[src/global_variables.sv]
package global_variables;

  localparam int XLEN = 32;
  localparam int REG_COUNT = 32;
  localparam int REG_ADDR_WIDTH = 5;

  // Tags index the reorder buffer directly, so depth is 2**ROB_TAG_WIDTH
  localparam int ROB_DEPTH = 8;
  localparam int ROB_TAG_WIDTH = 3;

  localparam int ALU_RS_DEPTH = 4;
  localparam int MULT_RS_DEPTH = 2;
  localparam int MULT_STAGES = 3;

endpackage

[src/structures.sv]
package structures;

  typedef enum logic [3:0] {
    op_add, op_sub, op_and, op_or, op_xor, op_sll, op_slt, op_mul, op_mulh
  } op_t;

  typedef enum logic [2:0] {
    alu_add, alu_sub, alu_and, alu_or, alu_xor, alu_sll, alu_slt
  } alu_op_t;

  typedef enum logic {mult_mul, mult_mulh} mult_op_t;

  typedef struct packed {
    op_t op;
    logic [global_variables::REG_ADDR_WIDTH-1:0] rd;
    logic [global_variables::REG_ADDR_WIDTH-1:0] rs1;
    logic [global_variables::REG_ADDR_WIDTH-1:0] rs2;
    logic use_imm; // Replaces rs2 with imm
    logic [7:0] imm;
  } instr_t;

  typedef struct packed {
    logic ready;
    logic [global_variables::ROB_TAG_WIDTH-1:0] tag; // Producer while not ready
    logic [global_variables::XLEN-1:0] value;
  } operand_t;

  // Fields common to every station, the payload is added per unit
  typedef struct packed {
    logic [global_variables::ROB_TAG_WIDTH-1:0] dest;
    operand_t src1;
    operand_t src2;
  } rs_entry_t;

  typedef struct packed {
    rs_entry_t base;
    alu_op_t op;
  } alu_rs_entry_t;

  typedef struct packed {
    rs_entry_t base;
    mult_op_t op;
  } mult_rs_entry_t;

  typedef struct packed {
    logic valid;
    logic [global_variables::ROB_TAG_WIDTH-1:0] tag;
    logic [global_variables::XLEN-1:0] value;
  } fu_result_t;

  typedef struct packed {
    logic valid;
    logic [global_variables::ROB_TAG_WIDTH-1:0] tag;
    logic [global_variables::XLEN-1:0] value;
  } cdb_t;

  typedef struct packed {
    logic valid;
    logic [global_variables::REG_ADDR_WIDTH-1:0] rd;
    logic [global_variables::ROB_TAG_WIDTH-1:0] tag;
    logic [global_variables::XLEN-1:0] value;
  } commit_t;

endpackage
[src/cdb_arbiter.sv]
`timescale 1ns/1ps

module cdb_arbiter (
  input structures::fu_result_t alu_result,
  input structures::fu_result_t mult_result,
  output logic alu_grant,
  output logic mult_grant,
  output structures::cdb_t cdb
);

  // ALU first, its single-cycle results would otherwise pile up behind products
  assign alu_grant = alu_result.valid;
  assign mult_grant = mult_result.valid && !alu_result.valid;

  always_comb begin
    cdb.valid = alu_grant || mult_grant;
    if (alu_grant) begin
      cdb.tag = alu_result.tag;
      cdb.value = alu_result.value;
    end else begin
      cdb.tag = mult_result.tag;
      cdb.value = mult_result.value;
    end
  end

endmodule

[config.mk]
export PLATFORM = sky130hd
export DESIGN_NAME = cdb_arbiter
export DESIGN_NICKNAME = d
export VERILOG_FILES = /design/src/global_variables.sv /design/src/structures.sv /design/src/cdb_arbiter.sv
export SDC_FILE = /design/constraint.sdc
export NUM_CORES = 1
export LEC_CHECK = 0
export BUFFER_PORTS_ARGS = -buffer_cell sky130_fd_sc_hd__buf_2
export CAP_MARGIN = 10
export CORE_MARGIN = 8
export CORE_UTILIZATION = 27
export DETAILED_ROUTE_END_ITERATION = 10
export GPL_TIMING_DRIVEN = 0
export PLACE_DENSITY_LB_ADDON = 0.1
export SLEW_MARGIN = 10
export SYNTH_ARGS = -nofsm -noshare
export SYNTH_HDL_FRONTEND = slang
export SYNTH_SLANG_ARGS = --single-unit
[constraint.sdc]
create_clock -name vclk -period 1.2
set_clock_uncertainty 0.1 [all_clocks]
set_input_delay 0.24 -clock vclk [all_inputs]
set_output_delay 0.24 -clock vclk [all_outputs]
set_load 0.02 [all_outputs]
# After elaboration in Yosys (flattened, before gate mapping)
# Index checks and enable logic that the tools add are counted.
word_totals:
  reg_bits: 0
  out_inout_bits: 38
classes:
  n_mux: 1
  reduce_logical: 3
ops:
  columns: ["cell", "count"]
  rows:
  - ["35-bit two-way mux", 1]
  - ["1-bit logical AND", 1]
  - ["1-bit zero test", 1]
  - ["1-bit logical OR", 1]

# Longest topological paths before layout
depth:
  ltp_word: 3
  depth_mapped: 3

# Worst setup path before layout
# Ideal clock, no wire load.
synth_path:
  path_type: "input to output"
  start: "input port alu_result[35] (netlist name)"
  end: "output port cdb[35] (netlist name)"
  arrival_ps: 861
  setup_slack_ps: -1
  stages: 3
  path_cell_list: "buf_6 -> buf_12 -> or2_2"
synth_rtl:
  columns: ["element", "line_no", "rtl"]
  rows:
  - ["start, declared", "cdb_arbiter.sv:4", "input structures::fu_result_t alu_result,"]
  - ["end, declared", "cdb_arbiter.sv:8", "output structures::cdb_t cdb"]

==> results.txt <==
In this run the cell area measured after placement is 0.00117 mm². The sequential area share after synthesis is 0%. The total number of sequential cells came out at 0.

Yosys printed 0 warnings. The remaining global-route overflow came out at 0. The area of the placeable core is 0.00215 mm². The starting density of the core is 27.5%.

The critical path start-end classification is input port to output pin. The first-iteration detailed-routing DRC count is 49. The kind of capture point of the worst setup path is an output pin. Ranked by total cell area, the synthesized netlist is headed by mux2_4 71%, mux2_2 13%, buf_12 10%, buf_6 1.9%, buf_4 1.3%. The synthesized design spends more area on one cell type than any other, namely mux2_4. The clock buffer count is 0.

The number of nets still failing antenna checks after routing is 0. The static leakage came out at 0.000895 µW. The largest net degree at the start of global routing is 11.

Setup repair after global routing could not meet its margin everywhere. The total standard cell area after synthesis came out at 591 µm². The flow ran to the end, but the final reports show violations. The average size of a mapped cell is 14.1 µm². STA classifies the critical path startpoint as an input port. The total setup violations reported at the end of the flow came out at 34. The growth of design area from synthesis to finish came out at 164%. The final count of hold timing violations is 0. The number of placement rows came out at 17. The minimum clock period after layout came out at 1300 ps. At the end of routability-driven placement, the weighted congestion stood at 0.813. The top achievable clock speed came out at 769 MHz. The worst slew slack as a fraction of its limit is 92.3%. The final-report max-slew violation count came out at 0. The height of the die came out at 62.8 µm. The worst hold margin came out at 601 ps. The analysis attributes to net switching a power of 297 µW. The pre-CTS setup slack is -157 ps. The die covers 0.00394 mm². The die boundary width is 62.8 µm. Once layout is done, the placed cells without fillers occupy 0.00156 mm².

In the final layout, the share of cells above drive strength 1 is 99.4%. The sequential share of power came out at 0%. The sum of net half-perimeters after detailed placement is 2720 µm. The proportion of netlist area held by the largest area contributor came out at 71.2%.

The global routing usage summed across all routing layers came out at 15.3%. Dividing total power by cell area gives a power density of 486 mW/mm². The count of different cell masters after synthesis came out at 7. The final reports fail on negative setup slack. The maximum vdd drop is 0.307 mV. The initial antenna violation count is 0. The I/O pin count is 110. The max-cap check violation count is 0.

The wire length per cell came out at 19.3 µm. When the netlist entered floorplanning its net count stood at 114. For this block, the routed nets add up to 3550 µm of wire. The first-pass iteration count of the detailed router came out at 4. The number of nets in the final layout came out at 230. The final period utilization came out at 108%. The first-pass GRT wire length is 5110 µm. The remaining routing DRC violations is 0. The number of antenna diodes in the final layout is 0. The number of fill cells in the layout came out at 136. The register cell area after layout is 0 µm². In this run, the combinational gates consume 100.0% of the power. The part of the power in the clock network came out at 0%. Synthesis handed over a netlist of 42 instances. Along the worst path, the maximum fanout reaches 5. The worst hold path class is input port to output pin. The total via count in the routed design is 835. The required time of the critical path came out at 860 ps. Net switching is 39.3% of the power. The internal power of the cells came out at 460 µW. For the pin with the worst max-slew slack, the measured transition is 116 ps. The total of buffers placed on input and output ports came out at 109.

The post-detailed-route via-to-cell ratio came out at 4.54. The smallest setup slack after layout came out at -101 ps. The arrival time of data at the critical path endpoint came out at 960 ps. The number of global-route vias before repair came out at 995.
[worst max-delay path, cell delays in order]
cell and delay [ps]:
buf_16 120, clkbuf_16 150, mux2_4 310, buf_6 130
[final cells by class]
type,instances,area [µm²],share of cell area (%)
Tap cell,28,35.0,2.25
Buffer,5,95.1,6.11
Multi-Input combinational cell,37,533,34.2
Timing Repair Buffer,114,893,57.4
[cell usage in the layout (no fill, tap or decap)]
cell type  count
mux2_4        33
clkbuf_16      3
buf_4          1
buf_6         36
buf_2         73
mux2_2         2
buf_16         2
buf_12         4
or2_4          1
nor2b_1        1
[final timing paths]
check	cells after the start	slack (ps)	start	to
min	2	600	alu_result[35]	alu_grant
max	4	-100	alu_result[35]	cdb[5]
[stage by stage]
stage / total power, µW / util, % / TNS (ps) / std cells
global placement: 555 / 54.6 / -4210 / 179
detailed placement: 559 / 54.6 / -4330 / 179
floorplan: 341 / - / 0 / 42
global route: 796 / 72.5 / -2920 / 184
CTS: 697 / 66.3 / -2870 / 181
finish: 757 / 72.5 / -2550 / 184
[timing repair]
action,4_1_cts,5_1_grt
setup buffers,1,0
cloned,1,3
endpoints found under the setup margin,36,36
resized for setup,64,18
pin swaps,0,1
hold buffers,0,0
[cell usage after synthesis (all sizes together)]
cell	instances
buf	5
mux2	35
nor2b	1
or2	1
[power by group through the flow]
| stage | logic [µW] | registers [µW] | clock network (µW) |
|---|---|---|---|
| global route | 796 | 0 | 0 |
| floorplan | 341 | 0 | 0 |
| finish | 757 | 0 | 0 |
| detailed placement | 559 | 0 | 0 |
| global placement | 555 | 0 | 0 |
| CTS | 697 | 0 | 0 |
[layer usage]
metal  vias to the layer above  wire length, µm  track usage (%)
li1                        387                -                -
met1                       358             1330             15.6
met2                        88             1640             25.5
met3                         2              559             10.8
met4                         0               21             2.56
met5                         -                0                0
[kinds of logic (layout without fill, tap and decap cells)]
| kind of cell | after synthesis | in the layout | share of synthesized area, % |
|---|---|---|---|
| simple gates | 2 | 2 | 2.12 |
| buf+inv | 5 | 119 | 13.3 |
| mux | 35 | 35 | 84.5 |
No activity file was read; power rests on OpenSTA's default activity.
