[src/global_variables.sv]
package global_variables;

  localparam int XLEN = 32;
  localparam int REG_COUNT = 32;
  localparam int REG_ADDR_WIDTH = 5;

  // Tags index the reorder buffer directly, so depth is 2**ROB_TAG_WIDTH
  localparam int ROB_DEPTH = 8;
  localparam int ROB_TAG_WIDTH = 3;

  localparam int ALU_RS_DEPTH = 4;
  localparam int MULT_RS_DEPTH = 2;
  localparam int MULT_STAGES = 3;

endpackage

[src/structures.sv]
package structures;

  typedef enum logic [3:0] {
    op_add, op_sub, op_and, op_or, op_xor, op_sll, op_slt, op_mul, op_mulh
  } op_t;

  typedef enum logic [2:0] {
    alu_add, alu_sub, alu_and, alu_or, alu_xor, alu_sll, alu_slt
  } alu_op_t;

  typedef enum logic {mult_mul, mult_mulh} mult_op_t;

  typedef struct packed {
    op_t op;
    logic [global_variables::REG_ADDR_WIDTH-1:0] rd;
    logic [global_variables::REG_ADDR_WIDTH-1:0] rs1;
    logic [global_variables::REG_ADDR_WIDTH-1:0] rs2;
    logic use_imm; // Replaces rs2 with imm
    logic [7:0] imm;
  } instr_t;

  typedef struct packed {
    logic ready;
    logic [global_variables::ROB_TAG_WIDTH-1:0] tag; // Producer while not ready
    logic [global_variables::XLEN-1:0] value;
  } operand_t;

  // Fields common to every station, the payload is added per unit
  typedef struct packed {
    logic [global_variables::ROB_TAG_WIDTH-1:0] dest;
    operand_t src1;
    operand_t src2;
  } rs_entry_t;

  typedef struct packed {
    rs_entry_t base;
    alu_op_t op;
  } alu_rs_entry_t;

  typedef struct packed {
    rs_entry_t base;
    mult_op_t op;
  } mult_rs_entry_t;

  typedef struct packed {
    logic valid;
    logic [global_variables::ROB_TAG_WIDTH-1:0] tag;
    logic [global_variables::XLEN-1:0] value;
  } fu_result_t;

  typedef struct packed {
    logic valid;
    logic [global_variables::ROB_TAG_WIDTH-1:0] tag;
    logic [global_variables::XLEN-1:0] value;
  } cdb_t;

  typedef struct packed {
    logic valid;
    logic [global_variables::REG_ADDR_WIDTH-1:0] rd;
    logic [global_variables::ROB_TAG_WIDTH-1:0] tag;
    logic [global_variables::XLEN-1:0] value;
  } commit_t;

endpackage
[src/mult_exec.sv]
`timescale 1ns/1ps

module mult_exec (
  input logic clock,
  input logic reset,
  input logic dispatch_valid,
  input structures::mult_rs_entry_t dispatch_entry,
  output logic dispatch_accept,
  input logic grant,
  output structures::fu_result_t result
);
  import global_variables::*;
  import structures::*;

  localparam int LAST = MULT_STAGES - 1;

  typedef struct packed {
    logic [ROB_TAG_WIDTH-1:0] tag;
    mult_op_t op;
    logic [2*XLEN-1:0] product;
  } stage_t;

  logic [MULT_STAGES-1:0] stage_valid;
  stage_t stage [MULT_STAGES];
  logic signed [2*XLEN-1:0] product;
  logic advance;

  assign product = $signed(dispatch_entry.base.src1.value)
                 * $signed(dispatch_entry.base.src2.value);

  // The whole pipe freezes while the last product waits for the bus
  assign advance = !(stage_valid[LAST] && !grant);
  assign dispatch_accept = advance;

  always_ff @(posedge clock) begin
    if (reset) stage_valid <= '0;
    else if (advance) stage_valid <= {stage_valid[LAST-1:0], dispatch_valid};
    if (advance) begin
      stage[0] <= '{tag: dispatch_entry.base.dest, op: dispatch_entry.op, product: product};
      for (int k = 1; k < MULT_STAGES; k++) stage[k] <= stage[k-1];
    end
  end

  assign result.valid = stage_valid[LAST];
  assign result.tag = stage[LAST].tag;
  assign result.value = (stage[LAST].op == mult_mulh) ? stage[LAST].product[2*XLEN-1:XLEN]
                                                       : stage[LAST].product[XLEN-1:0];

endmodule

[config.mk]
export PLATFORM = sky130hd
export DESIGN_NAME = mult_exec
export DESIGN_NICKNAME = d
export VERILOG_FILES = /design/src/global_variables.sv /design/src/structures.sv /design/src/mult_exec.sv
export SDC_FILE = /design/constraint.sdc
export NUM_CORES = 2
export LEC_CHECK = 0
export ABC_AREA = 1
export BUFFER_PORTS_ARGS = -buffer_cell sky130_fd_sc_hd__buf_2
export CELL_PAD_IN_SITES_DETAIL_PLACEMENT = 0
export CELL_PAD_IN_SITES_GLOBAL_PLACEMENT = 1
export CORE_ASPECT_RATIO = 2
export CORE_UTILIZATION = 26
export DETAILED_ROUTE_END_ITERATION = 7
export MAX_ROUTING_LAYER = met4
export PLACE_DENSITY_LB_ADDON = 0.1
export SLEW_MARGIN = 15
export SYNTH_ARGS = -nofsm -noshare
export SYNTH_HDL_FRONTEND = slang
export SYNTH_SLANG_ARGS = --single-unit
[constraint.sdc]
create_clock -name clock -period 8.2 [get_ports clock]
set_input_delay 0 -clock clock [delete_from_list [all_inputs] [get_ports clock]]
set_output_delay 0 -clock clock [all_outputs]
set_load 0.02 [all_outputs]
## After elaboration in Yosys (flattened, before gate mapping)

Memories as Yosys holds them, arrays and structs flattened.
Cells that the tools add are included.

- Bits of input ports: 80
- Latch bits: 0
- Bits in read-only memories: 0
- Register bits after elaboration: 3
- Bits in writable memories: 204
- Logic and storage cells: 8
- Memories kept: 1

- Reduce and logical (&&, ||, !) cells: 3
- Magnitude comparators: 0
- Bitwise gates (word level): 0
- Add/subtract/negate cells: 0
- Shifts and indexed selects: 0
- Div/mod/pow operators: 0
- $mul: 1
- Eq/ne operators: 0
- Muxes and demuxes: 2

Memory list:

| name | words | bits a word | read ports | clocked after memory_dff | write ports | RTL line | text |
|---|---|---|---|---|---|---|---|
| stage | 3 | 68 | 3 | 0 | 3 | mult_exec.sv:24 | `stage_t stage [MULT_STAGES];` |

Operator list:

| kind | number |
|---|---|
| multiplier 32 x 32 -> 64 bit | 1 |
| two-way mux 32 bit | 1 |
| logical NOT 1 bit | 2 |
| logical AND 1 bit | 1 |
| two-way mux 1 bit | 1 |

## Depth between registers and ports, before layout

- Depth in word-level cells: 3
- Mapped depth: 31
- Depth with buffers taken out: 30

## Least setup slack after synthesis

Ideal clock, no wire load.

- Kind: input -> register
- From: in dispatch_entry[68] in the netlist's numbering
- To: mem stage[0][57] in the netlist's numbering (data pin)
- Arrival time: 6.592 ns
- Buffers on the path: 1
- Library setup time: 0.253 ns
- Stages: 27
- Setup slack: 1.356 ns
- Cell sequence: clkbuf_1 nand2_1 inv_1 fa_1 inv_1 fa_1 inv_1 fa_1 fa_1 inv_1 fa_1 inv_1 fa_1 inv_1 fa_1 inv_1 fa_1 ha_1 a21oi_1 nor2_1 nor2_1 nor2_1 or2_2 nor2_1 nand3_1 nand2_1 nand2_1

RTL lines:

| element | RTL line | text |
|---|---|---|
| start: declaration | mult_exec.sv:7 | `input structures::mult_rs_entry_t dispatch_entry,` |
| end: declaration | mult_exec.sv:24 |  |

==> impl_metrics.py <==
metrics = {
    "outcome": {
        "status": "complete, no violations",
    },
    "global_routing": {
        "grt_pass1_wl_mm": 247,
        "gr-total-overflow": 0,
        "grt_max_degree": 142,
        "antenna_found_initial": 8,
        "track_usage_pct": 20.1,
        "grt_pass1_vias": 37400,
    },
    "clock_tree": {
        "clock_path_buffers": 3,
        "cts_hold_buffers": 7,
        "root_buffer": "clkbuf_16",
        "cts_tree": "built",
        "cts_made_buffers": 21,
        "h-tree-depth": 1,
        "cts_resized": 0,
        "clk_pin_slew_ns": 0.06,
        "clock_sinks": 207,
        "worstSkewPairLatency_ns": 0.53,
        "postCtsSetupBuffers": 0,
    },
    "detailed_routing": {
        "drc": 0,
        "ant_nets": 0,
        "wl_per_cell_um": 21.8,
        "drtPass1Iterations": 5,
        "wl_mm": 166,
        "via_per_inst": 4.20,
        "drtIter0Drc": 1210,
        "num_vias": 32000,
    },
    "synth": {
        "synth_top_area_share_pct": 47.9,
        "ys_seq_elements": 207,
        "ys.flop_type": "edfxtp_1",
        "ys_seq_area_share_pct": 13.7,
        "yosysTopAreaCell": "fa_1",
        "synthTopCellsByArea": "fa_1 (48%), inv_1 (14%), edfxtp_1 (14%)",
        "synthArstFlopShare_pct": 0,
        "postSynthCellCount": 5235,
        "syn_avg_cell_area_um2": 8.63,
        "synth_fp_nets": 6581,
        "yosysWarningCount": 0,
        "synth-edff-count": 204,
        "yosysUniqueCellTypes": 35,
        "synth.cell_area_mm2": 0.0452,
    },
    "die": {
        "ios": 117,
        "initial_core_util_pct": 26.1,
        "core.rowCount": 216,
        "die_width_um": 297,
        "fp.dieH_um": 592,
        "fp.dieArea_mm2": 0.176,
        "core_area_mm2": 0.173,
    },
    "critical_path": {
        "crit_slowest_cell": "fa_1",
        "crit_chain": "buf_2 > nand2_1 > fa_1 > inv_1 > fa_1 > inv_1 > fa_1 > fa_1 > inv_1 > fa_1 > fa_1 > fa_1 > fa_1 > ha_1 > nand2_1 > o21ai_0 > nand2_1 > nand2_1 > a21oi_1 > nand3_1 > xor2_1 > buf_4",
        "crit_required_ns": 8.59,
        "crit_type": "in -> reg",
        "endpoint_kind": "flip-flop",
        "critPathLaunchType": "input port",
        "critPathMaxFanout": 26,
        "cp.arrival_ns": 7.49,
        "crit_top_cell": "fa_1",
        "cpPeakStageDelay_ns": 0.66,
    },
    "sta": {
        "rsz0062_at_grt": "no",
        "relSlewSlack_pct": 31.9,
        "fin_setup_tns_ns": 0,
        "hold_viol_final": 0,
        "setup_viol_count_final": 0,
        "max_freq_ghz": 0.141,
        "period_needed_ns": 7.10,
        "clock_skew_ns": 0.0234,
        "maxSlewViolCount": 0,
        "tightestPinTransition_ns": 1.02,
        "post-route-period-util_pct": 86.6,
    },
    "placement": {
        "gp_congestion": 0.858,
        "place_hpwl_mm": 146,
        "port_buffers": 108,
    },
    "worst_hold_path": {
        "hp-class": "in -> reg",
    },
    "layout": {
        "mostFrequentLayoutCell": "inv_1",
        "layout-drive-gt1-share_pct": 6.57,
        "fillers": 18800,
        "nets": 6655,
        "final_cell_mix": "inv_1 (1660), nand2_1 (1459), fa_1 (1082)",
        "area_growth_pct": 10.3,
    },
    "flow_run": {
        "maxCapViolCount": 0,
    },
}
synthesized netlist by cell type (12+ instances only):
cell         n
inv_1     1662
nand2_1   1459
mux2_2      32
a21oi_1     69
fa_1      1082
nand3_1     70
edfxtp_1   204
nor2_2      12
nor2_1     123
ha_1       184
nand4_1     15
o21bai_1    14
clkbuf_1   193
xor2_1      38
o21ai_0     19
final timing paths:
path                       from            end  slack (ns)  depth (start not counted)
max          dispatch_entry[11]   stage[0][44]        1.10                         22
min          dispatch_entry[75]   stage[0][67]        0.19                          2
max reg2reg      stage_valid[2]  stage[0][184]        5.69                          4
min reg2reg        stage[0][83]  stage[0][151]        0.40                          0
registers in the layout, indices dropped and copies added, names as in the netlist:
| register | flops |
|---|---|
| stage | 204 |
| stage_valid | 3 |
area by class of cell:
class / instances / area (µm²) / share of cell area [%]
antenna: 3 / 7.51 / 0.0151
multi-input combinational: 3165 / 32000 / 64.2
inverter: 1663 / 6250 / 12.5
sequential: 207 / 6190 / 12.4
clock inverter: 13 / 155 / 0.311
tap: 2289 / 2860 / 5.75
timing repair buffer: 251 / 1810 / 3.63
clock buffer: 25 / 571 / 1.14
metal layers:
metal / routed length, µm / vias to the layer above / track usage (%)
met5: 0 / - / -
met1: 52200 / 16700 / 17.6
met4: 7160 / 0 / 7.11
li1: - / 14700 / -
met2: 105000 / 415 / 43.7
met3: 2220 / 170 / 0.711
cells by family (layout without fill, tap and decap cells):
logic type	Yosys count	count (layout)	synth area share (%)
AND/OR/NAND/NOR	1718	1718	14.9
XOR/XNOR	42	42	0.814
buffers and inverters	1863	1952	15.5
other	0	3	0
adder cells (fa/ha/maj)	1266	1266	53.0
flip-flops	207	207	13.7
AO/OA/AOI/OAI	107	107	1.28
multiplexers	32	32	0.797
worst max-delay path: cells and delay by family:
family / cells / cell delay [ns]
compound gates: 2 / 0.54
simple gates: 5 / 0.70
xor+xnor: 1 / 0.33
buf+inv: 5 / 0.98
fa+ha+maj: 9 / 4.90
stage by stage:
stage               instances  utilization, %  hold WS, ns  cell area, µm²  setup slack [ns]
global placement         7568            28.3        0.180           49000             0.448
CTS                      7613            28.8        0.170           49800              1.02
global route             7616            28.8        0.182           49800             0.668
detailed placement       7568            28.3        0.179           49000             0.500
floorplan                5235               -       0.0691           45200              1.36
finish                   7616            28.8        0.192           49800              1.10
Power is not shown: default switching activity piles up to over one toggle a cycle in this logic, so the estimate is an artifact.
