`src/global_variables.sv`:
```
package global_variables;

  localparam int XLEN = 32;
  localparam int REG_COUNT = 32;
  localparam int REG_ADDR_WIDTH = 5;

  // Tags index the reorder buffer directly, so depth is 2**ROB_TAG_WIDTH
  localparam int ROB_DEPTH = 8;
  localparam int ROB_TAG_WIDTH = 3;

  localparam int ALU_RS_DEPTH = 4;
  localparam int MULT_RS_DEPTH = 2;
  localparam int MULT_STAGES = 3;

endpackage

```
`src/structures.sv`:
```
package structures;

  typedef enum logic [3:0] {
    op_add, op_sub, op_and, op_or, op_xor, op_sll, op_slt, op_mul, op_mulh
  } op_t;

  typedef enum logic [2:0] {
    alu_add, alu_sub, alu_and, alu_or, alu_xor, alu_sll, alu_slt
  } alu_op_t;

  typedef enum logic {mult_mul, mult_mulh} mult_op_t;

  typedef struct packed {
    op_t op;
    logic [global_variables::REG_ADDR_WIDTH-1:0] rd;
    logic [global_variables::REG_ADDR_WIDTH-1:0] rs1;
    logic [global_variables::REG_ADDR_WIDTH-1:0] rs2;
    logic use_imm; // Replaces rs2 with imm
    logic [7:0] imm;
  } instr_t;

  typedef struct packed {
    logic ready;
    logic [global_variables::ROB_TAG_WIDTH-1:0] tag; // Producer while not ready
    logic [global_variables::XLEN-1:0] value;
  } operand_t;

  // Fields common to every station, the payload is added per unit
  typedef struct packed {
    logic [global_variables::ROB_TAG_WIDTH-1:0] dest;
    operand_t src1;
    operand_t src2;
  } rs_entry_t;

  typedef struct packed {
    rs_entry_t base;
    alu_op_t op;
  } alu_rs_entry_t;

  typedef struct packed {
    rs_entry_t base;
    mult_op_t op;
  } mult_rs_entry_t;

  typedef struct packed {
    logic valid;
    logic [global_variables::ROB_TAG_WIDTH-1:0] tag;
    logic [global_variables::XLEN-1:0] value;
  } fu_result_t;

  typedef struct packed {
    logic valid;
    logic [global_variables::ROB_TAG_WIDTH-1:0] tag;
    logic [global_variables::XLEN-1:0] value;
  } cdb_t;

  typedef struct packed {
    logic valid;
    logic [global_variables::REG_ADDR_WIDTH-1:0] rd;
    logic [global_variables::ROB_TAG_WIDTH-1:0] tag;
    logic [global_variables::XLEN-1:0] value;
  } commit_t;

endpackage
```
`src/rename_stage.sv`:
```
`timescale 1ns/1ps

module rename_stage (
  input logic clock,
  input logic reset,
  input logic issue_valid,
  input structures::instr_t issue_instr,
  input logic rob_full,
  input logic alu_rs_full,
  input logic mult_rs_full,
  input logic [global_variables::ROB_TAG_WIDTH-1:0] next_tag,
  output logic [global_variables::ROB_TAG_WIDTH-1:0] rob_query_tag [2],
  input logic [global_variables::XLEN-1:0] rob_query_value [2],
  input logic rob_query_ready [2],
  input structures::cdb_t cdb,
  input structures::commit_t commit,
  output logic alu_write,
  output structures::alu_rs_entry_t alu_entry,
  output logic mult_write,
  output structures::mult_rs_entry_t mult_entry,
  output logic full
);
  import global_variables::*;
  import structures::*;

  logic [XLEN-1:0] regs [REG_COUNT];
  logic [REG_COUNT-1:0] busy;
  logic [ROB_TAG_WIDTH-1:0] reg_tag [REG_COUNT];

  logic [REG_ADDR_WIDTH-1:0] src_reg [2];
  operand_t src [2];
  rs_entry_t base_entry;
  alu_op_t alu_op;
  logic is_mult;

  assign src_reg[0] = issue_instr.rs1;
  assign src_reg[1] = issue_instr.rs2;

  always_comb begin : resolve_operands
    for (int i = 0; i < 2; i++) begin
      rob_query_tag[i] = reg_tag[src_reg[i]];
      src[i].tag = reg_tag[src_reg[i]];
      src[i].ready = 1'b1;
      if (!busy[src_reg[i]]) begin
        src[i].value = regs[src_reg[i]];
      end else if (rob_query_ready[i]) begin
        src[i].value = rob_query_value[i]; // Done but not yet committed
      end else if (cdb.valid && cdb.tag == reg_tag[src_reg[i]]) begin
        src[i].value = cdb.value;
      end else begin
        src[i].ready = 1'b0;
        src[i].value = '0;
      end
    end
    if (issue_instr.use_imm) begin
      src[1].ready = 1'b1;
      src[1].value = {{(XLEN - 8){issue_instr.imm[7]}}, issue_instr.imm};
    end
  end

  always_comb begin
    case (issue_instr.op)
      op_sub: alu_op = alu_sub;
      op_and: alu_op = alu_and;
      op_or: alu_op = alu_or;
      op_xor: alu_op = alu_xor;
      op_sll: alu_op = alu_sll;
      op_slt: alu_op = alu_slt;
      default: alu_op = alu_add;
    endcase
  end

  assign is_mult = issue_instr.op == op_mul || issue_instr.op == op_mulh;
  assign base_entry = '{dest: next_tag, src1: src[0], src2: src[1]};
  assign alu_entry = '{base: base_entry, op: alu_op};
  assign mult_entry = '{base: base_entry, op: (issue_instr.op == op_mulh) ? mult_mulh : mult_mul};
  assign alu_write = issue_valid && !is_mult;
  assign mult_write = issue_valid && is_mult;
  assign full = rob_full || alu_rs_full || mult_rs_full;

  always_ff @(posedge clock) begin
    if (reset) begin
      busy <= '0;
      regs <= '{default: '0};
    end else begin
      if (commit.valid) begin
        if (commit.rd != '0) regs[commit.rd] <= commit.value;
        // A newer rename of the same register keeps it busy
        if (reg_tag[commit.rd] == commit.tag) busy[commit.rd] <= 1'b0;
      end
      if (issue_valid && issue_instr.rd != '0) begin // Placed last so issue beats commit
        busy[issue_instr.rd] <= 1'b1;
        reg_tag[issue_instr.rd] <= next_tag;
      end
    end
  end

endmodule

```
`config.mk`:
```
export PLATFORM = sky130hd
export DESIGN_NAME = rename_stage
export DESIGN_NICKNAME = d
export VERILOG_FILES = /design/src/global_variables.sv /design/src/structures.sv /design/src/rename_stage.sv
export SDC_FILE = /design/constraint.sdc
export NUM_CORES = 2
export LEC_CHECK = 0
export BUFFER_PORTS_ARGS = -buffer_cell sky130_fd_sc_hd__buf_4
export CORE_MARGIN = 4
export CORE_UTILIZATION = 56
export DETAILED_ROUTE_END_ITERATION = 10
export GPL_TIMING_DRIVEN = 0
export PLACE_DENSITY = 0.77
export SLEW_MARGIN = 15
export SYNTH_ARGS = -nofsm -noshare
export SYNTH_HDL_FRONTEND = slang
export SYNTH_SLANG_ARGS = --single-unit
export TNS_END_PERCENT = 1
```
`constraint.sdc`:
```
create_clock -name clock -period 3.3 [get_ports clock]
set_clock_uncertainty 0.05 [all_clocks]
set_input_delay 0.33 -clock clock [delete_from_list [all_inputs] [get_ports clock]]
set_output_delay 0.33 -clock clock [all_outputs]
set_load 0.005 [all_outputs]
```
[After elaboration in Yosys (flattened, before gate mapping)]
Memories as Yosys holds them, arrays and structs flattened.
Cells that the tools add are included.
Word-level totals
  input port bits: 180
  RAM bits: 96
  output and inout bits: 163
  memories kept: 1
  word-level logic and storage cells: 116
  register bits: 1056
Cells by class
  magnitude comparators: 10
  mux-type cells: 40
  bitwise logic cells: 6
  equality and inequality tests: 11
  reduce and logical (&&, ||, !) cells: 15
Memory list
  reg_tag: depth 32, width 3, rd ports 3, clocked after Yosys merged registers in 0, write ports 1, line rename_stage.sv:28  | logic [ROB_TAG_WIDTH-1:0] reg_tag [REG_COUNT];
Operators with widths (number)
  $bwmux W1024: 1
  $mux W32: 16
  $bmux W32 S5: 2
  $demux W32 S5: 1
  $and A32 B32 Y32: 1
  $not A32 Y32: 1
  $or A32 B32 Y32: 1
  $lt A5 B6 Y1 const B: 4
  $ge A6 B6 Y1 const B: 3
  $not A5 Y6: 3
  $pmux W3 S6: 1
  $eq A4 B3 Y1 const B: 4
  $mux W1: 15
  $bmux W1 S5: 2
  $demux W1 S5: 2
  $ge A5 B1 Y1 const B: 2
  $reduce_bool A5 Y1: 2
  $eq A3 B3 Y1: 3
  $eq A4 B2 Y1 const B: 2
  $logic_and A1 B1 Y1: 8
  $lt A6 B1 Y1 const B: 1
  $eq A4 B1 Y1 const B: 1
  $eq A4 B4 Y1 const B: 1
  $logic_or A1 B1 Y1: 3
  2 further kinds: 2

[Longest topological paths before layout]
  depth after elaboration: 11
  gate-level depth with buffers: 14
  depth with buffers taken out: 8

[Worst setup path before layout]
OpenSTA, ideal clock, no wires.
  kind: input port to output port
  start point: input issue_instr[14] (netlist name)
  end point: output mult_entry[37] (netlist name)
  stages on the path: 11
  path slack: -10 ps
  arrival time: 2930 ps
  cell sequence: buf_4 -> buf_2 -> buf_2 -> buf_1 -> mux4_2 -> mux4_2 -> mux2i_1 -> nor2_1 -> a31oi_1 -> o21ai_1 -> buf_4
RTL lines
  from (decl): line rename_stage.sv:7  | input structures::instr_t issue_instr,
  to (decl): line rename_stage.sv:20  | output structures::mult_rs_entry_t mult_entry,

==> results.ini <==
[sta]
slew_violations=0
setup_ws_ns=-0.856
period_minus_slack_ns=4.16
fin_setup_tns_ns=-85.99
rsz0062_at_grt=true
worstMarginPinSlew_ns=1.48
maxSlewHeadroom=0.0105
period_share=1.26
timing.fmax_ghz=0.241
setup_viol=135
hold_viol=0

[cts]
clk_latency_ns=0.75
numCtsBuffers=119
cts_max_level=3
cts_tree=done
clockRootBuffer=clkbuf_16
cts_sinks=1152
cts_buffer_depth=3
clkTransAtPathRegs_ns=0.06

[logic_synthesis]
netlist.top_cell.by_area=dfxtp_1
ys_ff_latch=1152
synth_warnings=0
synth_top_area_frac=0.348
ys_seq_area_frac=0.396
yosysUniqueCellTypes=62
synth_edf_count=96
synth_ff_type=dfxtp_1
synth.most_common_cell=nand2_1
synth.top_cells.by_count=nand2_1 (2118), a21oi_1 (1057), dfxtp_1 (1056), mux4_2 (668), clkbuf_1 (468)
synth_area_sq_um=60700
synth_async_sr_flop_share=0
synth_top_cells_by_area=dfxtp_1 (35%), mux4_2 (25%), nand2_1 (13%), a21oi_1 (8.7%), edfxtp_1 (4.7%)
syn_inst=6426
synth_area_per_cell_sq_um=9.45

[critical_path]
endpoint=mult_entry[49]
reg2reg_depth=8
crit_path_end_kind=primary output
timing.rr.end=busy[16]
crit_fanout=10
startpoint=issue_instr[18]
cp-start-kind=primary input
path_class=primary input to primary output
reg2reg_from=reg_tag[22][0]
cp.required_ns=2.92
rrSetupSlack_ns=0.37
arrival_ns=3.78

[grt]
grt_pass1_wl_um=381000
track_usage=0.471
grt_pass1_vias=53966
antenna_found_initial=28
grt_max_degree=35
overflow=0

[placement]
place_hpwl_um=211000
io_buffers=331
place_congestion=1.07
placed_cell_area_sq_um=65100
post-place-ws_ns=-2.47

[routing]
viasPerCell=6.86
drcViolationCount=0
wire_per_inst_um=32.5
drt.antenna.violating_nets=0
wirelength_um=274000
vias=57850
drt-initial-drc-count=10423
drtPass1Iterations=10

[layout]
register_area_sq_um=24000
final_area_sq_um=71300
drive_gt1_frac=0.239
area_growth_pct=17.3
multi_input_area_sq_um=34200
num-fill-cells=8561
nNetsFinal=7107

[power_and_ir_drop]
ir_drop_mv=0.519
p_total_uw=32500
power_density_nw_per_um2=456
p_leak_uw=0.0239

[die]
design.core.area_sq_um=107000
die_h_um=337
die_w_um=337
io_pins=343
start_util=0.566
rows=120
dieArea_sq_um=114000

[outcome]
violations=capacitance limit, setup timing
status=finished with violations

[worst_hold_path]
timing.hold.worst.class=primary input to register

[flow_run]
maxCapViolCount=1

## report_power, final
| group | switching [uW] | internal (uW) |
|---|---|---|
| registers | 81.4 | 14200 |
| clock network | 6220 | 8040 |
| logic | 2540 | 1410 |
| total | 8840 | 23600 |
## critical path, stage by stage
cell	delay, ns
buf_4	0.20
clkdlybuf4s15_1	0.86
clkbuf_1	0.83
mux4_2	0.47
mux2i_2	0.30
nor2_1	0.11
a31oi_1	0.26
o21ai_4	0.11
buf_4	0.14
buf_4	0.12
## sequential cells by signal (all words and copies together) (netlist names)
name,cells
regs,1024
reg_tag,96
busy,32
## area by class of cell
| cell class | instances | share of cell area |
|---|---|---|
| antenna | 9 | 0.000316 |
| buffer | 729 | 0.0591 |
| clock buffer | 162 | 0.0474 |
| clock inverter | 52 | 0.00897 |
| inverter | 8 | 0.000421 |
| multi-input combinational | 4538 | 0.480 |
| sequential | 1152 | 0.337 |
| tap | 1403 | 0.0246 |
| timing repair buffer | 379 | 0.0422 |
## cell families (layout without fill, tap and decap cells)
logic type / after synthesis / in the layout / synth area share
simple gates: 2422 / 2422 / 0.157
compound gates: 1273 / 1273 / 0.112
flops: 1152 / 1152 / 0.396
mux: 833 / 833 / 0.278
buf+inv: 738 / 1330 / 0.0561
xor+xnor: 7 / 7 / 0.00113
other cells: 1 / 12 / 0.0000617
## stage by stage
stage               hold WS, ns  instances  utilization
finish                   0.0544       8432        0.664
global route             0.0276       8424        0.664
CTS                     0.00627       8421        0.660
detailed placement        0.407       8165        0.606
global placement          0.398       8162        0.605
floorplan                 0.376       6428            -
## layout by cell type, fill, tap and decap left out, types with 70 or more instances in the layout
cell       count
nor2_1        93
buf_4        468
clkbuf_16    127
mux4_2       668
dfxtp_1     1054
nand2_1     2109
clkbuf_1     455
edfxtp_1      96
nand3_1       70
mux2i_1      104
a21oi_1     1030
## timing repair
item / 4_1_cts / 5_1_grt
pin swaps: 13 / 18
setup buffers: 6 / 2
setup endpoints to repair: 135 / 135
hold buffers: 35 / 0
hold endpoints to repair: 128 / 0
resized for setup: 391 / 75
gates cloned: 1 / 1
## routing by layer
metal  vias up  global-route usage  wire, um  part of all wire
li1      23734                   -         -                 -
met1     27729               0.550     87200              0.32
met2      5175               0.680    114000              0.42
met3      1188               0.246     50100              0.18
met4        24               0.297     21900             0.080
met5         -              0.0289       516            0.0019
## worst min path at each step
stage | from | to | slack, ns | cells past startpoint
after floorplan | busy[0] | busy[0] | 0.38 | 2
after global placement | regs[544] | regs[544] | 0.40 | 2
after detailed placement | regs[438] | regs[438] | 0.41 | 2
after CTS | issue_instr[21] | reg_tag[17][0] | 0.006 | 2
after global routing | issue_instr[21] | reg_tag[17][0] | 0.03 | 2
final | issue_instr[21] | reg_tag[17][1] | 0.05 | 2
No activity file was read; power rests on OpenSTA's default activity.
