===== src/global_variables.sv =====
package global_variables;

  localparam int XLEN = 32;
  localparam int REG_COUNT = 32;
  localparam int REG_ADDR_WIDTH = 5;

  // Tags index the reorder buffer directly, so depth is 2**ROB_TAG_WIDTH
  localparam int ROB_DEPTH = 8;
  localparam int ROB_TAG_WIDTH = 3;

  localparam int ALU_RS_DEPTH = 4;
  localparam int MULT_RS_DEPTH = 2;
  localparam int MULT_STAGES = 3;

endpackage


===== src/structures.sv =====
package structures;

  typedef enum logic [3:0] {
    op_add, op_sub, op_and, op_or, op_xor, op_sll, op_slt, op_mul, op_mulh
  } op_t;

  typedef enum logic [2:0] {
    alu_add, alu_sub, alu_and, alu_or, alu_xor, alu_sll, alu_slt
  } alu_op_t;

  typedef enum logic {mult_mul, mult_mulh} mult_op_t;

  typedef struct packed {
    op_t op;
    logic [global_variables::REG_ADDR_WIDTH-1:0] rd;
    logic [global_variables::REG_ADDR_WIDTH-1:0] rs1;
    logic [global_variables::REG_ADDR_WIDTH-1:0] rs2;
    logic use_imm; // Replaces rs2 with imm
    logic [7:0] imm;
  } instr_t;

  typedef struct packed {
    logic ready;
    logic [global_variables::ROB_TAG_WIDTH-1:0] tag; // Producer while not ready
    logic [global_variables::XLEN-1:0] value;
  } operand_t;

  // Fields common to every station, the payload is added per unit
  typedef struct packed {
    logic [global_variables::ROB_TAG_WIDTH-1:0] dest;
    operand_t src1;
    operand_t src2;
  } rs_entry_t;

  typedef struct packed {
    rs_entry_t base;
    alu_op_t op;
  } alu_rs_entry_t;

  typedef struct packed {
    rs_entry_t base;
    mult_op_t op;
  } mult_rs_entry_t;

  typedef struct packed {
    logic valid;
    logic [global_variables::ROB_TAG_WIDTH-1:0] tag;
    logic [global_variables::XLEN-1:0] value;
  } fu_result_t;

  typedef struct packed {
    logic valid;
    logic [global_variables::ROB_TAG_WIDTH-1:0] tag;
    logic [global_variables::XLEN-1:0] value;
  } cdb_t;

  typedef struct packed {
    logic valid;
    logic [global_variables::REG_ADDR_WIDTH-1:0] rd;
    logic [global_variables::ROB_TAG_WIDTH-1:0] tag;
    logic [global_variables::XLEN-1:0] value;
  } commit_t;

endpackage

===== src/alu_exec.sv =====
`timescale 1ns/1ps

module alu_exec (
  input logic clock,
  input logic reset,
  input logic dispatch_valid,
  input structures::alu_rs_entry_t dispatch_entry,
  output logic dispatch_accept,
  input logic grant,
  output structures::fu_result_t result
);
  import global_variables::*;
  import structures::*;

  logic [XLEN-1:0] a;
  logic [XLEN-1:0] b;
  logic [XLEN-1:0] value;

  assign a = dispatch_entry.base.src1.value;
  assign b = dispatch_entry.base.src2.value;

  always_comb begin
    case (dispatch_entry.op)
      alu_add: value = a + b;
      alu_sub: value = a - b;
      alu_and: value = a & b;
      alu_or: value = a | b;
      alu_xor: value = a ^ b;
      alu_sll: value = a << b[$clog2(XLEN)-1:0];
      alu_slt: value = {{(XLEN - 1){1'b0}}, $signed(a) < $signed(b)};
      default: value = '0;
    endcase
  end

  // Result register frees up in the same cycle it wins the bus
  assign dispatch_accept = !result.valid || grant;

  always_ff @(posedge clock) begin
    if (reset) result.valid <= 1'b0;
    else if (dispatch_accept) result.valid <= dispatch_valid;
    if (dispatch_accept && dispatch_valid) begin
      result.tag <= dispatch_entry.base.dest;
      result.value <= value;
    end
  end

endmodule


===== config.mk =====
export PLATFORM = sky130hd
export DESIGN_NAME = alu_exec
export DESIGN_NICKNAME = d
export VERILOG_FILES = /design/src/global_variables.sv /design/src/structures.sv /design/src/alu_exec.sv
export SDC_FILE = /design/constraint.sdc
export NUM_CORES = 1
export LEC_CHECK = 0
export BUFFER_PORTS_ARGS = -buffer_cell sky130_fd_sc_hd__buf_2
export CORE_MARGIN = 2
export CORE_UTILIZATION = 47
export CTS_CLUSTER_SIZE = 8
export DETAILED_ROUTE_END_ITERATION = 8
export PLACE_DENSITY = 0.79
export SYNTH_ARGS = -nofsm -noshare
export SYNTH_HDL_FRONTEND = slang
export SYNTH_SLANG_ARGS = --single-unit

===== constraint.sdc =====
create_clock -name clock -period 8.98 [get_ports clock]
set_input_delay 0.898 -clock clock [delete_from_list [all_inputs] [get_ports clock]]
set_output_delay 0.898 -clock clock [all_outputs]
set_load 0.02 [all_outputs]

# Word-level counts from Yosys, hierarchy flattened
# Index checks and enable logic that the tools add are counted.
# totals
wordCells,21
regBits,36
inputBits,82
output_inout_bits,37
# op_classes
reduce_logical,4
muxes,1
eq_ne,6
n_shift,1
n_addsub,2
bitwise,3
magnitude_cmp,1
# op_table
op,n
32-bit case mux with 7 select lines,1
32-bit adder,1
32-bit AND,1
32-bit less-than comparator,1
32-bit OR,1
32-bit by 5-bit << shifter with 32-bit output,1
32-bit subtractor,1
32-bit XOR,1
"3-bit == test, second input constant",3
"3-bit by 2-bit == test with 1-bit output, second input constant",2
"3-bit by 1-bit == test with 1-bit output, second input constant",1
3-bit logical NOT,1
1-bit logical AND,1
1-bit logical NOT,1
1-bit logical OR,1

# Longest topological paths before layout
# Gate-level depths: netlist of the first run.
# depth
depth_word,3
depth_mapped,16
mapped_depth_nobuf,12

# Worst setup path before layout of the first run
# No wires, ideal clock.
# synth_timing
path_kind,input to register
start,input port dispatch_entry[5] (netlist bit)
end,"register result[25] (netlist bit), data pin"
required_time_ns,8.715
cell_stages,15
t_arrival_ns,4.174
path_buffers,5
slack_ns,4.540
cell_sequence,buf_2 > clkinv_1 > buf_2 > buf_2 > buf_2 > ha_1 > buf_2 > a31oi_1 > o21a_1 > or4b_4 > a21oi_2 > a31oi_1 > o311ai_1 > o41ai_1 > or3_1
# synth_between
elab_chain_cells,2
# synth_lines
element,line,rtl
"start, declared",alu_exec.sv:7,"input structures::alu_rs_entry_t dispatch_entry,"
32-bit subtractor (tied with other cells),alu_exec.sv:25,alu_sub: value = a - b;
32-bit case mux with 7 select lines (*),alu_exec.sv:23,case (dispatch_entry.op)
named net value[25],alu_exec.sv:17,logic [XLEN-1:0] value;
"end, declared",alu_exec.sv:10,output structures::fu_result_t result
# Mark *: on every way through the listed nets, which the timed path passes. The rest lies on a longest branch.
# A chain may end at the register's enable or synchronous reset.

# Worst setup path after layout of the first run
# layout_timing
start,input port dispatch_entry[6] (netlist bit)
end,"register result[31] (netlist bit), data pin"
# The elaborated chain is that of the path after synthesis.

==> impl_metrics.py, run 1 <==
metrics = {
    "timing": {
        "final-hold-violation-count": 0,
        "tightest_slew_ns": 1.161,
        "fin_setup_tns_ns": 0,
        "max_slew_margin_pct": 22.31,
        "whs_ns": 0.5066,
        "fmax_mhz": 207.2,
        "period_share_pct": 53.75,
        "setup_ws_ns": 4.153,
        "finalMaxSlewViolations": 0,
        "fin_crit_ns": 4.827,
        "setup_viol": 0,
        "finClkSkew_ns": 0.02334,
        "rsz0062_at_grt": "no",
    },
    "worst_setup_path": {
        "critPathBufInv": 2,
        "critPathMostFrequentCell": "o31ai_1",
        "worstSetupStartpointType": "input port",
        "path_delay_family": "compound AO/OA/AOI/OAI gates",
        "rr_startpoint": "result[35]$_SDFFE_PP0N_",
        "worst-r2r-cell-count": 2,
        "cp_cell_sequence": "buf_2 -> inv_1 -> ha_1 -> nor2b_1 -> o21a_1 -> or3_1 -> a21oi_1 -> o21ai_1 -> a221oi_1 -> nor4_1 -> o31ai_1 -> o31ai_1",
        "reg2reg_to": "result[19]$_DFFE_PP_",
        "crit_required_ns": 9.04,
        "critPathArrivalTime_ns": 4.88,
        "critPathSlowestCell": "a221oi_1",
        "slowest_delay_ns": 0.66,
        "worstSetupEndpoint": "result[31]$_DFFE_PP_",
        "cp_max_fo": 33,
        "cp.depth": 12,
        "cp-startpoint": "dispatch_entry[6]",
        "endpoint_kind": "flip-flop",
        "crit_type": "in -> reg",
        "r2r_setup_slack_ns": 7.45,
    },
    "logic_synthesis": {
        "synth-seq-cells": 36,
        "synth_seq_area_share_pct": 13.41,
        "synth-edff-count": 35,
        "netlist_area_um2": 7986,
        "syn_inst": 1058,
        "synth_top_area_cell": "ha_1",
        "synth.most_common_cell": "nor2_1",
        "ys_types": 84,
        "synth_top_area_share_pct": 15.98,
        "avgSynthCellArea_um2": 7.549,
        "synthFlopType": "edfxtp_1",
        "synth_nets": 1244,
        "yosysWarnings": 0,
        "synthTopCellsByCount": "nor2_1 (109), ha_1 (102), a21oi_1 (98), inv_1 (98), nand2_1 (74)",
        "async_flop_share_pct": 0,
        "synth_area_leaders": "ha_1 (16%), edfxtp_1 (13%), a21oi_1 (6.1%)",
    },
    "cts": {
        "cts_resized": 0,
        "cts_tree": "yes",
        "ctsHoldBuffers": 0,
        "numCtsBuffers": 5,
        "cts.path.max_buffers": 2,
        "cts_root_buf": "clkbuf_16",
        "h-tree-depth": 2,
        "cts_sinks": 36,
        "clkSlewWorstSetupHoldPaths_ns": 0.07,
        "cts_setup_buffers": 0,
        "clock_latency_ns": 0.32,
    },
    "placed_design": {
        "post-place-ws_ns": 4.020,
        "dpl.cell_count": 1326,
        "port_buffers": 110,
        "globalplace.congestion": 1.000,
        "dp_hpwl_um": 22330,
    },
    "global_routing": {
        "grt_pass1_vias": 7796,
        "grt_usage_pct": 31.80,
        "antenna_found_initial": 0,
        "grt-ovfl-total": 0,
        "grt_max_degree": 77,
        "grt_pass1_wl_um": 44510,
    },
    "run": {
        "drv_cap": 0,
    },
    "floorplanning": {
        "core_area_um2": 16580,
        "die-area_um2": 18050,
        "die_w_um": 134.4,
        "fp.dieH_um": 134.4,
        "row_count": 47,
        "design.portCount": 119,
        "start_util_pct": 48.16,
    },
    "route": {
        "drtIter0Drc": 1415,
        "drc": 0,
        "wirelength_um": 29600,
        "ant_nets": 0,
        "firstDrtPassIters": 6,
        "drt-wirelength-per-cell_um": 22.19,
        "vias": 8935,
        "via_per_inst": 6.698,
    },
    "pwr": {
        "leakagePower_uw": 0.003883,
        "peakVddDrop_mv": 0.07150,
        "power_per_cell_area_nw_per_um2": 107.1,
    },
    "cells_and_area": {
        "diodes": 0,
        "final_core_util_pct": 52.73,
        "area_growth_pct": 9.494,
        "instances_no_fill": 1334,
        "nets": 1299,
        "regMostFlops": "result",
        "largestRegisters": "result: 36 flops",
        "largest_reg_flops": 36,
        "layout-drive-gt1-share_pct": 16.88,
    },
    "status": {
        "outcome": "completed",
    },
    "min_path": {
        "min_delay_path_depth": 2,
        "min_path_type": "reg -> reg",
    },
}
==> per-stage QoR <==
stage	cell area, um2	total power [uW]
CTS	8745	920.2
global route	8745	980.1
detailed placement	8588	716.9
finish	8745	936.9
global placement	8588	711.5
floorplan	7986	565.4
==> layout make-up <==
| cell class | count | area [um2] |
|---|---|---|
| inverter | 105 | 394.1 |
| clock buffer | 8 | 156.4 |
| multi-input combinational | 847 | 6237 |
| tap | 220 | 275.3 |
| timing repair buffer | 118 | 610.6 |
| fill | 1634 | 7839 |
| sequential | 36 | 1071 |
==> power breakdown <==
part           leakage [uW]  internal (uW)  total (uW)  switching [uW]
combinational       0.00345            184         523             339
clock             0.0000772            119         202            83.8
sequential         0.000353            208         211            3.32
total               0.00388            510         937             426
==> placed cells by master (no fill, tap or decap), types with 7 or more instances in the layout <==
cell type | synthesis | routed
nor3_1 | 24 | 22
o21ai_1 | 9 | 9
o31ai_1 | 15 | 15
mux2_2 | 17 | 17
o221ai_1 | 10 | 10
edfxtp_1 | 35 | 35
nor2b_1 | 9 | 9
o21ai_0 | 64 | 64
o22ai_1 | 7 | 7
mux2i_1 | 37 | 37
mux4_2 | 19 | 19
a21o_1 | 12 | 12
buf_2 | 12 | 110
nor2_1 | 109 | 109
nand2_1 | 74 | 74
a31oi_1 | 16 | 16
o211ai_1 | 12 | 12
a21oi_1 | 98 | 98
buf_4 | 2 | 8
or3_1 | 11 | 11
ha_1 | 102 | 102
a211oi_1 | 21 | 21
a221oi_1 | 11 | 11
nand3_1 | 20 | 20
a211o_1 | 7 | 7
inv_1 | 98 | 98
xnor2_1 | 8 | 8
o21bai_1 | 10 | 10
==> routing by layer <==
metal	wire, um	global-route usage [%]	vias to the layer above
li1	-	-	4036
met1	12200	44.90	4178
met2	12960	49.57	648
met3	3645	6.236	73
met4	799	8.480	0
met5	0	0	-
==> worst min path at each step <==
| stage | start | end | slack (ns) |
|---|---|---|---|
| finish | result[35]$_SDFFE_PP0N_ | result[35]$_SDFFE_PP0N_ | 0.51 |
| global route | result[35]$_SDFFE_PP0N_ | result[35]$_SDFFE_PP0N_ | 0.55 |
| CTS | result[35]$_SDFFE_PP0N_ | result[35]$_SDFFE_PP0N_ | 0.51 |
| detailed placement | result[35]$_SDFFE_PP0N_ | result[35]$_SDFFE_PP0N_ | 0.50 |
| global placement | result[35]$_SDFFE_PP0N_ | result[35]$_SDFFE_PP0N_ | 0.49 |
| floorplan | result[35]$_SDFFE_PP0N_ | result[35]$_SDFFE_PP0N_ | 0.73 |
==> tightest hold or removal path: stages, from the launching register on <==
cell      delay [ns]
dfxtp_1         0.30
nand2b_1        0.09
a21oi_1         0.07
==> kinds of logic after synthesis <==
group / count (synthesis) / share of synthesized area, %
xor+xnor: 10 / 1.097
buf+inv: 175 / 8.710
flops: 36 / 13.41
mux: 74 / 12.58
simple gates: 290 / 16.78
fa+ha+maj: 104 / 16.48
compound gates: 369 / 30.94
(Power assumes the default switching activity.)
==> run 2, diff against run 1 <==
Settings changed: PLACE_DENSITY 0.79 to 0.81.
Clock period 8.98 ns to 4.3 ns, I/O delays scaled along.
==> run 2 against run 1 <==
  * Sequential share of layout area down 0.13 points
  * Cell area up 1.0%
  * Wire length down 2.6%
  * Clock-buffer cell count unchanged
  * Hold slack worse by 0.21 ns
  * Register-to-register slack worse by 4.7 ns
  * Sequential power up 110%
  * Non-clock buffer count up 13
  * Critical path depth down 1
  * First-iteration DRC count down 8.1%
  * Worst setup slack worse by 3.5 ns
  * Combinational power up 110%
  * Critical path type unchanged
  * Critical endpoint is now result[25]$_DFFE_PP_
==> impl_metrics.py, run 2 (synthesized netlist as in run 1, its figures left out) <==
metrics = {
    "floorplanning": {
        "fp.dieH_um": 134.4,
        "row_count": 47,
        "start_util_pct": 48.16,
        "die-area_um2": 18050,
        "core_area_um2": 16580,
        "die_w_um": 134.4,
        "design.portCount": 119,
    },
    "pwr": {
        "swShare_pct": 45.10,
        "leakagePower_uw": 0.003942,
        "finalPower_uw": 1956,
        "power_per_cell_area_nw_per_um2": 221.3,
        "internal-power_uw": 1074,
        "pwr-share-comb_pct": 55.9,
        "p_sw_uw": 882.1,
        "seqPwrFrac_pct": 22.6,
        "peakVddDrop_mv": 0.1527,
        "power.share.clock_pct": 21.6,
    },
    "cts": {
        "numCtsBuffers": 5,
        "cts_resized": 0,
        "cts.path.max_buffers": 2,
        "clkSlewWorstSetupHoldPaths_ns": 0.06,
        "clock_latency_ns": 0.31,
        "cts_setup_buffers": 0,
        "h-tree-depth": 2,
        "ctsHoldBuffers": 0,
        "cts_root_buf": "clkbuf_16",
        "cts_sinks": 36,
        "cts_tree": "yes",
    },
    "placed_design": {
        "dp_hpwl_um": 22230,
        "post-place-ws_ns": 0.4835,
        "globalplace.congestion": 1.072,
        "port_buffers": 110,
    },
    "timing": {
        "tightest_slew_ns": 0.9509,
        "finClkSkew_ns": 0.02705,
        "fmax_mhz": 275.7,
        "rsz0062_at_grt": "no",
        "fin_setup_tns_ns": 0,
        "period_share_pct": 84.34,
        "final-hold-violation-count": 0,
        "max_slew_margin_pct": 36.60,
        "fin_crit_ns": 3.627,
        "whs_ns": 0.2954,
        "setup_viol": 0,
        "finalMaxSlewViolations": 0,
        "setup_ws_ns": 0.6734,
    },
    "global_routing": {
        "grt-ovfl-total": 0,
        "grt_pass1_wl_um": 44490,
        "grt_usage_pct": 31.37,
        "grt_pass1_vias": 8164,
        "grt_max_degree": 39,
        "antenna_found_initial": 0,
    },
    "route": {
        "drt-wirelength-per-cell_um": 21.40,
        "vias": 8949,
        "ant_nets": 0,
        "wirelength_um": 28830,
        "firstDrtPassIters": 7,
        "via_per_inst": 6.644,
        "drc": 0,
        "drtIter0Drc": 1300,
    },
    "run": {
        "drv_cap": 0,
    },
    "min_path": {
        "min_path_type": "in -> reg",
    },
    "cells_and_area": {
        "diodes": 0,
        "layout_commonest_cell": "buf_2",
        "nets": 1312,
        "regMostFlops": "result",
        "layout-drive-gt1-share_pct": 17.83,
        "final_cell_mix": "buf_2 (110), nor2_1 (109), ha_1 (102), inv_1 (98), a21oi_1 (98)",
        "largestRegisters": "result: 36 flops",
        "area_growth_pct": 10.64,
        "largest_reg_flops": 36,
    },
    "worst_setup_path": {
        "cp_max_fo": 12,
        "worstSetupStartpointType": "input port",
        "crit_type": "in -> reg",
        "critPathArrivalTime_ns": 3.66,
        "endpoint_kind": "flip-flop",
        "crit_required_ns": 4.33,
    },
    "status": {
        "outcome": "completed",
    },
}
[run 2: changes by cell type in the layout (fill, tap and decap cells not counted), sizes merged]
cell and change:
buf +13
[run 2: area by class of cell]
type | instances | area [um2]
inverter | 105 | 394.1
timing repair buffer | 131 | 708.2
fill | 1645 | 7747
multi-input combinational | 847 | 6231
sequential | 36 | 1071
clock buffer | 8 | 156.4
tap | 220 | 275.3
[run 2: path summary, 6_finish.rpt]
path,start,to,slack [ns],cells after the start
worst min-delay path,reset,result[35]$_SDFFE_PP0N_,0.30,2
worst min register to register,result[35]$_SDFFE_PP0N_,result[35]$_SDFFE_PP0N_,0.50,2
worst max-delay path,dispatch_entry[5],result[25]$_DFFE_PP_,0.67,11
worst max register to register,result[35]$_SDFFE_PP0N_,result[19]$_DFFE_PP_,2.74,2
[run 2: worst max-delay path, stage by stage]
cell	delay (ns)
buf_2	0.27
clkinv_1	0.17
ha_1	0.43
nor4_1	0.37
or3_1	0.34
a2111oi_0	0.21
o31ai_1	0.68
nand2_1	0.09
o21ai_0	0.22
mux2i_1	0.11
or3_1	0.33
[run 2: metal layers]
layer  track usage [%]  up-vias  routed length (um)
met2             48.33      664               12350
li1                  -     4064                   -
met4             14.50        0                1547
met3             5.971      134                3662
met1             42.45     4087               11270
met5                 0        -                   0
[run 2: metrics by stage]
stage / area [um2] / utilization (%) / cells
after floorplan: 7986 / - / 1058
after global placement: 8680 / 52.34 / 1339
after detailed placement: 8680 / 52.34 / 1339
after CTS: 8836 / 53.28 / 1347
final: 8836 / 53.28 / 1347
after global routing: 8836 / 53.28 / 1347
[run 2: power by group through the flow]
stage	clock (uW)	combinational, uW	sequential (uW)
final	422	1090	441
after CTS	424	1050	442
after detailed placement	0	1050	449
after global routing	433	1170	444
after global placement	0	1040	448
after floorplan	0	684	497
